==> src/logic/eng_cfg_pkg.sv <==
package eng_cfg_pkg;

  // lanes and word widths
  localparam int UNITS  = 4;
  localparam int IN_W   = 16;
  localparam int CFG_W  = 16;
  localparam int OUT_W  = 8;
  localparam int ACC_W  = 40;   // x*A+B plus headroom for the leak multiply

  // coefficient table sizing
  localparam int ADDR_W = 3;
  localparam logic [ADDR_W-1:0] DEPTH_1X1 = 3'd6;
  localparam logic [ADDR_W-1:0] DEPTH_3X3 = 3'd2;

  // leak factor ALPHA_NUM / 2**ALPHA_SHIFT, close to 0.1
  localparam logic signed [ACC_W-1:0] ALPHA_NUM = 40'sd13;
  localparam int ALPHA_SHIFT = 7;

  localparam int OUT_SHIFT = 8;  // drop fraction bits before saturating

  // s_valid edge to m_valid
  // one cycle for the table read, three in the lane
  localparam int LATENCY = 4;

endpackage
==> src/logic/eng_types_pkg.sv <==
package eng_types_pkg;

  // where the next configuration word goes
  typedef enum logic [1:0] {
    load_d = 2'd0,
    load_a = 2'd1,
    load_b = 2'd2
  } cfg_sel_e;

  typedef struct packed {
    logic is_max;     // passed through to m_is_max
    logic is_lrelu;   // enables the leak for negative sums
  } beat_flags_t;

  // one beat of signed input words, lane 0 in the low bits
  typedef logic signed [eng_cfg_pkg::UNITS-1:0][eng_cfg_pkg::IN_W-1:0] lanes_in_t;

  // one beat of saturated output bytes
  typedef logic [eng_cfg_pkg::UNITS-1:0][eng_cfg_pkg::OUT_W-1:0] lanes_out_t;

  // scale and bias for the current channel
  typedef struct packed {
    logic signed [eng_cfg_pkg::CFG_W-1:0] a;
    logic signed [eng_cfg_pkg::CFG_W-1:0] b;
  } coef_t;

endpackage

==> src/logic/lrelu_engine.sv <==
`timescale 1ns/1ps

module lrelu_engine (
  input  logic                              clk,
  input  logic                              rst_n,
  input  logic                              cfg_valid,
  input  logic [eng_cfg_pkg::CFG_W-1:0]     cfg_data,
  input  logic                              cfg_1x1,
  input  logic                              s_valid,
  input  eng_types_pkg::lanes_in_t          s_data,
  input  eng_types_pkg::beat_flags_t        s_flags,
  output logic                              m_valid,
  output eng_types_pkg::lanes_out_t         m_data,
  output logic                              m_is_max
);

  logic wr_step, wr_last;
  logic d_we, a_we, b_we;
  logic mode_1x1;

  logic [eng_cfg_pkg::ADDR_W-1:0] waddr, raddr;

  logic signed [eng_cfg_pkg::CFG_W-1:0] d_reg;
  eng_types_pkg::coef_t                 coef;
  eng_types_pkg::lanes_in_t             s_data_d;   // aligned with coef

  logic [eng_cfg_pkg::LATENCY-1:0] valid_pipe;
  eng_types_pkg::beat_flags_t      flag_pipe [eng_cfg_pkg::LATENCY];

  cfg_fsm cfg_fsm_i (
    .clk       (clk),
    .rst_n     (rst_n),
    .cfg_valid (cfg_valid),
    .cfg_1x1   (cfg_1x1),
    .wr_last   (wr_last),
    .wr_step   (wr_step),
    .d_we      (d_we),
    .a_we      (a_we),
    .b_we      (b_we),
    .mode_1x1  (mode_1x1)
  );

  // shared by the A and B tables, restarts with each D word
  addr_counter wr_cnt_i (
    .clk      (clk),
    .rst_n    (rst_n),
    .step     (wr_step),
    .clear    (d_we),
    .mode_1x1 (mode_1x1),
    .addr     (waddr),
    .last     (wr_last)
  );

  // channel index, one step per beat
  addr_counter rd_cnt_i (
    .clk      (clk),
    .rst_n    (rst_n),
    .step     (s_valid),
    .clear    (d_we),
    .mode_1x1 (mode_1x1),
    .addr     (raddr),
    .last     ()
  );

  coef_ram a_ram_i (
    .clk   (clk),
    .we    (a_we),
    .waddr (waddr),
    .wdata (cfg_data),
    .re    (s_valid),
    .raddr (raddr),
    .rdata (coef.a)
  );

  coef_ram b_ram_i (
    .clk   (clk),
    .we    (b_we),
    .waddr (waddr),
    .wdata (cfg_data),
    .re    (s_valid),
    .raddr (raddr),
    .rdata (coef.b)
  );

  always_ff @(posedge clk or negedge rst_n) begin
    if (!rst_n) begin
      d_reg <= '0;
    end else if (d_we) begin
      d_reg <= cfg_data;   // output bias
    end
  end

  // match the one cycle table read
  always_ff @(posedge clk) begin
    s_data_d <= s_data;
  end

  always_ff @(posedge clk or negedge rst_n) begin
    if (!rst_n) begin
      valid_pipe <= '0;
    end else begin
      valid_pipe <= {valid_pipe[eng_cfg_pkg::LATENCY-2:0], s_valid};
    end
  end

  always_ff @(posedge clk) begin
    flag_pipe[0] <= s_flags;
    for (int i = 1; i < eng_cfg_pkg::LATENCY; i++) begin
      flag_pipe[i] <= flag_pipe[i-1];
    end
  end

  for (genvar u = 0; u < eng_cfg_pkg::UNITS; u++) begin : g_lane
    lrelu_lane lane_i (
      .clk   (clk),
      .rst_n (rst_n),
      .x     (s_data_d[u]),
      .coef  (coef),
      .d     (d_reg),
      .lrelu (flag_pipe[1].is_lrelu),   // flag of the beat in stage 2
      .y     (m_data[u])
    );
  end

  assign m_valid  = valid_pipe[eng_cfg_pkg::LATENCY-1];
  assign m_is_max = flag_pipe[eng_cfg_pkg::LATENCY-1].is_max;

endmodule

==> src/logic/lrelu_lane.sv <==
`timescale 1ns/1ps

module lrelu_lane (
  input  logic                              clk,
  input  logic                              rst_n,
  input  logic signed [eng_cfg_pkg::IN_W-1:0]  x,
  input  eng_types_pkg::coef_t              coef,
  input  logic signed [eng_cfg_pkg::CFG_W-1:0] d,
  input  logic                              lrelu,
  output logic [eng_cfg_pkg::OUT_W-1:0]     y
);

  localparam int PROD_W = eng_cfg_pkg::IN_W + eng_cfg_pkg::CFG_W;

  logic signed [PROD_W-1:0]             prod;
  logic signed [eng_cfg_pkg::ACC_W-1:0] prod_ext, b_ext, d_ext;
  logic signed [eng_cfg_pkg::ACC_W-1:0] acc1, acc2;
  logic signed [eng_cfg_pkg::ACC_W-1:0] leak_full, leaked;
  logic signed [eng_cfg_pkg::ACC_W-1:0] biased, shifted;
  logic [eng_cfg_pkg::ACC_W-eng_cfg_pkg::OUT_W:0] top_bits;
  logic fits;

  assign prod     = x * coef.a;
  assign prod_ext = {{(eng_cfg_pkg::ACC_W - PROD_W){prod[PROD_W-1]}}, prod};
  assign b_ext    = {{(eng_cfg_pkg::ACC_W - eng_cfg_pkg::CFG_W){coef.b[eng_cfg_pkg::CFG_W-1]}},
                     coef.b};
  assign d_ext    = {{(eng_cfg_pkg::ACC_W - eng_cfg_pkg::CFG_W){d[eng_cfg_pkg::CFG_W-1]}}, d};

  // p * 13 >>> 7
  assign leak_full = acc1 * eng_cfg_pkg::ALPHA_NUM;
  assign leaked    = leak_full >>> eng_cfg_pkg::ALPHA_SHIFT;

  assign biased  = acc2 + d_ext;
  assign shifted = biased >>> eng_cfg_pkg::OUT_SHIFT;

  // everything above the output sign bit must be a sign copy
  assign top_bits = shifted[eng_cfg_pkg::ACC_W-1:eng_cfg_pkg::OUT_W-1];
  assign fits     = (&top_bits) || !(|top_bits);

  always_ff @(posedge clk or negedge rst_n) begin
    if (!rst_n) begin
      acc1 <= '0;
      acc2 <= '0;
      y    <= '0;
    end else begin
      // stage 1, multiply-add
      acc1 <= prod_ext + b_ext;

      // stage 2, leak only negative sums
      if (lrelu && acc1[eng_cfg_pkg::ACC_W-1]) begin
        acc2 <= leaked;
      end else begin
        acc2 <= acc1;
      end

      // stage 3, bias, shift and clamp to -128..127
      if (fits) begin
        y <= shifted[eng_cfg_pkg::OUT_W-1:0];
      end else if (shifted[eng_cfg_pkg::ACC_W-1]) begin
        y <= {1'b1, {(eng_cfg_pkg::OUT_W-1){1'b0}}};
      end else begin
        y <= {1'b0, {(eng_cfg_pkg::OUT_W-1){1'b1}}};
      end
    end
  end

endmodule

==> src/logic/coef_ram.sv <==
`timescale 1ns/1ps

module coef_ram (
  input  logic                           clk,
  input  logic                           we,
  input  logic [eng_cfg_pkg::ADDR_W-1:0] waddr,
  input  logic [eng_cfg_pkg::CFG_W-1:0]  wdata,
  input  logic                           re,
  input  logic [eng_cfg_pkg::ADDR_W-1:0] raddr,
  output logic [eng_cfg_pkg::CFG_W-1:0]  rdata
);

  // sized for the deeper 1x1 mode, 3x3 uses the first two entries
  logic [eng_cfg_pkg::CFG_W-1:0] mem [eng_cfg_pkg::DEPTH_1X1];

  always_ff @(posedge clk) begin
    if (we) begin
      mem[waddr] <= wdata;
    end
  end

  // registered read, data follows re by one cycle
  always_ff @(posedge clk) begin
    if (re) begin
      rdata <= mem[raddr];
    end
  end

endmodule

==> src/logic/addr_counter.sv <==
`timescale 1ns/1ps

module addr_counter (
  input  logic                           clk,
  input  logic                           rst_n,
  input  logic                           step,
  input  logic                           clear,
  input  logic                           mode_1x1,
  output logic [eng_cfg_pkg::ADDR_W-1:0] addr,
  output logic                           last
);

  logic [eng_cfg_pkg::ADDR_W-1:0] max_addr;

  // final index of the active table depth
  assign max_addr = mode_1x1 ? (eng_cfg_pkg::DEPTH_1X1 - 3'd1)
                             : (eng_cfg_pkg::DEPTH_3X3 - 3'd1);

  assign last = (addr == max_addr);

  always_ff @(posedge clk or negedge rst_n) begin
    if (!rst_n) begin
      addr <= '0;
    end else if (clear) begin
      addr <= '0;            // wins over step
    end else if (step) begin
      if (last) begin
        addr <= '0;
      end else begin
        addr <= addr + 1'b1;
      end
    end
  end

endmodule

==> src/logic/cfg_fsm.sv <==
`timescale 1ns/1ps

module cfg_fsm (
  input  logic clk,
  input  logic rst_n,
  input  logic cfg_valid,
  input  logic cfg_1x1,
  input  logic wr_last,
  output logic wr_step,
  output logic d_we,
  output logic a_we,
  output logic b_we,
  output logic mode_1x1
);

  eng_types_pkg::cfg_sel_e state;

  // word order is D, then depth A words, then depth B words
  always_ff @(posedge clk or negedge rst_n) begin
    if (!rst_n) begin
      state    <= eng_types_pkg::load_d;
      mode_1x1 <= 1'b1;
    end else if (cfg_valid) begin
      unique case (state)
        eng_types_pkg::load_d: begin
          state    <= eng_types_pkg::load_a;
          mode_1x1 <= cfg_1x1;   // depth is fixed for the whole load
        end
        eng_types_pkg::load_a: begin
          if (wr_last) begin
            state <= eng_types_pkg::load_b;
          end
        end
        eng_types_pkg::load_b: begin
          if (wr_last) begin
            state <= eng_types_pkg::load_d;
          end
        end
        default: begin
          state <= eng_types_pkg::load_d;
        end
      endcase
    end
  end

  // one strobe per word, decoded from the current target
  assign d_we = cfg_valid && (state == eng_types_pkg::load_d);
  assign a_we = cfg_valid && (state == eng_types_pkg::load_a);
  assign b_we = cfg_valid && (state == eng_types_pkg::load_b);

  // write address moves on table words only
  assign wr_step = a_we || b_we;

endmodule

==> config.mk <==
export PLATFORM = sky130hd
export DESIGN_NAME = lrelu_engine
export DESIGN_NICKNAME = d
export VERILOG_FILES = /design/src/logic/eng_cfg_pkg.sv /design/src/logic/eng_types_pkg.sv /design/src/logic/lrelu_engine.sv /design/src/logic/lrelu_lane.sv /design/src/logic/coef_ram.sv /design/src/logic/addr_counter.sv /design/src/logic/cfg_fsm.sv
export SDC_FILE = /design/constraint.sdc
export NUM_CORES = 2
export LEC_CHECK = 0
export BUFFER_PORTS_ARGS = -buffer_cell sky130_fd_sc_hd__clkbuf_2
export CORE_MARGIN = 3
export CORE_UTILIZATION = 39
export CTS_CLUSTER_DIAMETER = 100
export DETAILED_ROUTE_END_ITERATION = 8
export GPL_ROUTABILITY_DRIVEN = 0
export PLACE_DENSITY = 0.56
export SYNTH_ARGS = -nofsm -noshare
export SYNTH_HDL_FRONTEND = slang
export SYNTH_HIERARCHICAL = 1
export SYNTH_SLANG_ARGS = --single-unit
==> constraint.sdc <==
create_clock -name clk -period 19.3 [get_ports clk]
set_clock_uncertainty 0.15 [all_clocks]
set_input_delay 5.79 -clock clk [delete_from_list [all_inputs] [get_ports clk]]
set_output_delay 5.79 -clock clk [all_outputs]
set_load 0.03 [all_outputs]
-- Word-level counts from Yosys, hierarchy flattened
Memories as Yosys holds them, arrays and structs flattened. A register that Yosys moved wholly into a read port is not among the register bits.
Cells that the tools add are included.
- memories kept: 3
- input bits: 87
- bits in latches: 0
- bits in registers: 445
- word-level logic and storage cells: 104
- RAM bits: 200
- output and inout port bits: 34
- ROM bits: 0
- memories (name ; depth ; width ; read ports ; clocked after memory_dff ; write ports ; line ; source):
    a_ram_i.mem ; 6 ; 16 ; 1 ; 1 ; 1 ; coef_ram.sv:14 ; logic [eng_cfg_pkg::CFG_W-1:0] mem [eng_cfg_pkg::DEPTH_1X1];
    b_ram_i.mem ; 6 ; 16 ; 1 ; 1 ; 1 ; coef_ram.sv:14 ;
    flag_pipe ; 4 ; 2 ; 4 ; 0 ; 4 ; lrelu_engine.sv:28 ; eng_types_pkg::beat_flags_t flag_pipe [eng_cfg_pkg::LATENCY];
- equal/unequal tests: 6
- shift-type cells: 0
- div/mod/pow operators: 0
- magnitude comparators: 0
- reduce and logical (&&, ||, !) cells: 29
- multipliers: 8
- multiplexer cells: 26
- bitwise gates (word level): 0
- add/sub/neg operators: 10
- operator list (operator ; number):
    adder 40 x 16 -> 40 bit ; 4
    multiplier 40 x 5 -> 40 bit, second input constant ; 4
    2-to-1 mux 40 bit ; 4
    adder 32 x 16 -> 33 bit ; 4
    multiplier 16 x 16 -> 32 bit ; 4
    AND reduction 25 bit ; 4
    OR reduction 25 bit ; 4
    2-to-1 mux 8 bit ; 8
    2-to-1 mux 3 bit ; 7
    logical AND 1 bit ; 7
    adder 3 x 1 -> 3 bit, second input constant ; 2
    equality test 3 bit ; 2
    case mux 2 bit (3 select lines) ; 1
    logical OR 1 bit ; 5
    logical NOT 1 bit ; 4
    2-to-1 mux 1 bit ; 4
    2-to-1 mux 2 bit ; 2
    inequality test 2 x 1 -> 1 bit, second input constant ; 2
    nonzero test 2 bit ; 2
    AND reduction 3 bit ; 1
    equality test 2 x 1 -> 1 bit, second input constant ; 1
    equality test 2 bit, second input constant ; 1
    logical NOT 2 bit ; 1
    AND reduction 2 bit ; 1

-- Depth between registers and ports, before layout
- depth after elaboration: 5
- gate-level depth with buffers: 26

-- By module
The synthesis kept the hierarchy.
- modules (own cells, without submodules) (module ; times used ; cells each ; seq. area each (um^2) ; area each (um^2)):
    lrelu_lane at g_lane[0].lane_i ; 1 ; 1979 ; 1851.8 ; 17770.8
    lrelu_lane at g_lane[3].lane_i ; 1 ; 1955 ; 1851.8 ; 17718.2
    lrelu_lane at g_lane[2].lane_i ; 1 ; 1942 ; 1851.8 ; 17624.4
    lrelu_lane at g_lane[1].lane_i ; 1 ; 1928 ; 1851.8 ; 17504.3
    coef_ram ; 2 ; 215 ; 3363.2 ; 4247.8
    lrelu_engine ; 1 ; 108 ; 1901.8 ; 2150.8
    addr_counter ; 2 ; 19 ; 75.1 ; 197.7
    cfg_fsm ; 1 ; 14 ; 76.3 ; 161.4

-- Least setup slack after synthesis
OpenSTA, ideal clock, no wires.
- path kind: input to register
- from: input port cfg_valid
- to: memory a_ram_i/mem[1][0] in the netlist's numbering, enable pin
- buffers on the path: 0
- required time: 18.741 ns
- stages on the path: 3
- setup slack: 11.546 ns
- library setup time: 0.409 ns
- arrival: 7.195 ns
- cells stage by stage: and3b_1 nand2_1 nor3_1
- cells in the longest elaborated chain, start to end: 3
- RTL lines (what ; line ; source):
    start: declaration ; lrelu_engine.sv:6 ; input logic cfg_valid,
    logical AND 1 bit ; cfg_fsm.sv:48 ; assign a_we = cfg_valid && (state == eng_types_pkg::load_a);
    2-to-1 mux 1 bit ; coef_ram.sv:17 ; if (we) begin
    2-to-1 mux 1 bit (implied by the code) ; coef_ram.sv:18 ; mem[waddr] <= wdata;
    end: declaration ; coef_ram.sv:14 ;
No other way between the ends.

==> run metrics <==
run status finished, final reports clean; vias per cell 4.95; ys flop type dfrtp_1; Syn Area/Cell 9.75 um^2; die area 215000 um^2; Placement Setup Slack 10.37 ns; Post-synth ARST share 52.5%; pin count of the biggest net entering global routing 101; Synth cell types 121; number of global-route vias before repair 59300; Die Span Y 464 um; Final period util 41.5%; Final WS setup 11.28 ns; Worst EP arrival 8.61 ns; CTS Root Cell clkbuf_16; Data required, critical path 19.90 ns; final hold violation count 0; CTS Sinks 619; IO Count 121; wl on met1 98400 um; Synth Register Bits 619; Mapped Cells 8394; Resized cells post-CTS 0; CTS tree yes; RSZ-0062 raised after global routing false; cts bufs inserted 82; WL met3 9200 um; top post-synthesis cells by count inv_1, fa_1, ha_1; max cap viols 0; most frequent CP cell buf_4; Synth Net Count 10600; CP cell instances buf_8, buf_4, buf_4, buf_4; slowest cell on the critical path buf_4; All-Layer GR Usage 19.4%; Final Non-Filler Cells 11300; top routing layer in use met5; top cells by area, synth fa_1, ha_1, dfrtp_1, inv_1, edfxtp_1; initial antenna violation count 14; post-DP HPWL 163000 um; initial core utilization 39.4%; CP Launch Type input port; clock buffer depth 3; Placed Cells incl. Taps 11200; Setup TNS 0 ns; Max Clk Rate 0.125 GHz; wirelength, routed 206000 um; worst reg2reg setup slack 11.49 ns; Clock Latency Late Sink 0.74 ns; most frequent cell after synthesis inv_1; post-route ant nets 0; CTS clk-pin slew, worst paths 0.06 ns; Largest regs g_lane.lane_i/acc1 (132), g_lane.lane_i/acc2 (132); # rows 167; Yosys warnings 6; min Tclk post-route 8.02 ns; drt wl/cell 18.2 um; Layout area overhead 8.00%; Hold WC Path Type flip-flop to flip-flop; Congestion Overflow GR 0; Max Fanout on Critical Path 100; post-cts hold buffer count 0; H-tree depth 3; I/O Buffers 120; Core ar. 208000 um^2; Yosys top cell area share 31.0%; Die X 464 um; Slew headroom 13.1%; Setup violations, final 0; number of enable flip-flop cells after synthesis 224; Worst Setup End Kind async pin; Slew Limit Fails 0; detailed-route via count 56000; post-synthesis sequential area ratio 19.9%; # DRC 0; net total in the final layout 10700; critical path class input port to async pin; post-synth top area cell fa_1; Worst-Margin Slew 1.30 ns; crit-path max cell delay 0.73 ns; final hold slack 0.170 ns; WL met2 93500 um; # Post-CTS Setup Buffers 0; Iter 0 DRT Violations 3133; drt pass-1 iters 5; first-pass GRT wire length 331000 um; share of layout cells above drive strength 1 5.09%; Post-Syn Area 81800 um^2
==> layout by cell type (no fill, tap or decap), types with 16 or more instances in the layout <==
cell,Yosys,routed
and3_1,31,31
o211ai_1,19,19
inv_1,1985,1985
a211oi_1,35,35
ha_1,856,856
nand2_1,744,743
edfxtp_1,224,224
xor2_1,102,102
or3_1,18,18
clkbuf_16,0,83
or2_2,16,16
nand2b_1,54,54
and2_1,522,522
nor2_1,251,251
clkbuf_2,0,119
o31ai_1,28,28
o21bai_1,39,39
dfrtp_1,324,322
nor2b_1,42,42
a21o_1,149,149
o21a_1,50,50
nor3_1,54,50
fa_1,1268,1268
buf_4,10,61
nand4_1,48,48
dfxtp_1,70,70
a22o_1,36,36
nand3_1,66,66
a21oi_1,282,282
a31oi_1,28,28
xnor2_1,216,216
mux2i_1,106,106
o21ai_0,229,229
==> final timing paths <==
| path | end | from | cells after the start |
|---|---|---|---|
| worst max-delay path | g_lane[2].lane_i/acc1[21] | rst_n | 4 |
| worst min-delay path | valid_pipe[3] | valid_pipe[2] | 0 |
| worst max register to register | g_lane[3].lane_i/acc1[32] | a_ram_i/rdata[1] | 22 |
| worst min register to register | valid_pipe[3] | valid_pipe[2] | 0 |
| max in group clk | g_lane[3].lane_i/acc1[32] | a_ram_i/rdata[1] | 22 |
| min in group asynchronous | g_lane[0].lane_i/acc1[24] | rst_n | 1 |
==> final cells by class <==
type                    instances  area [um^2]
well taps                    2788         3490
fillers                     20100       120000
flip-flops and latches        619        16300
clock buffers                 104         2240
multi-input cells            5584        57200
inverters                    1985         7450
repair buffers                184         1100
diodes                          3         7.51
clock inverters                46          634
==> per-stage QoR <==
step | utilization [%] | area (um^2)
floorplan | - | 81800
global placement | 41.1 | 85500
detailed placement | 41.1 | 85500
CTS | 42.5 | 88300
global route | 42.5 | 88400
finish | 42.5 | 88400
==> cell families after synthesis <==
family,count (synthesis),share of synthesized area (%)
adder cells (fa/ha/maj),2124,44.1
multiplexers,125,1.60
AND/OR/NAND/NOR,1918,11.6
XOR/XNOR,318,3.40
AO/OA/AOI/OAI,1099,9.13
buffers and inverters,2191,10.3
flip-flops,619,19.9
==> worst max-delay path: cells and delay by family <==
kind | cells | cell delay, ns
buf+inv | 4 | 2.58
==> routing by layer <==
| metal | track usage, % | vias up |
|---|---|---|
| li1 | - | 26400 |
| met1 | 27.7 | 28300 |
| met3 | 2.75 | 222 |
| met2 | 31.0 | 1015 |
| met4 | 5.16 | 2 |
| met5 | 0 | - |
Power is not shown: default switching activity piles up to over one toggle a cycle in this logic, so the estimate is an artifact.
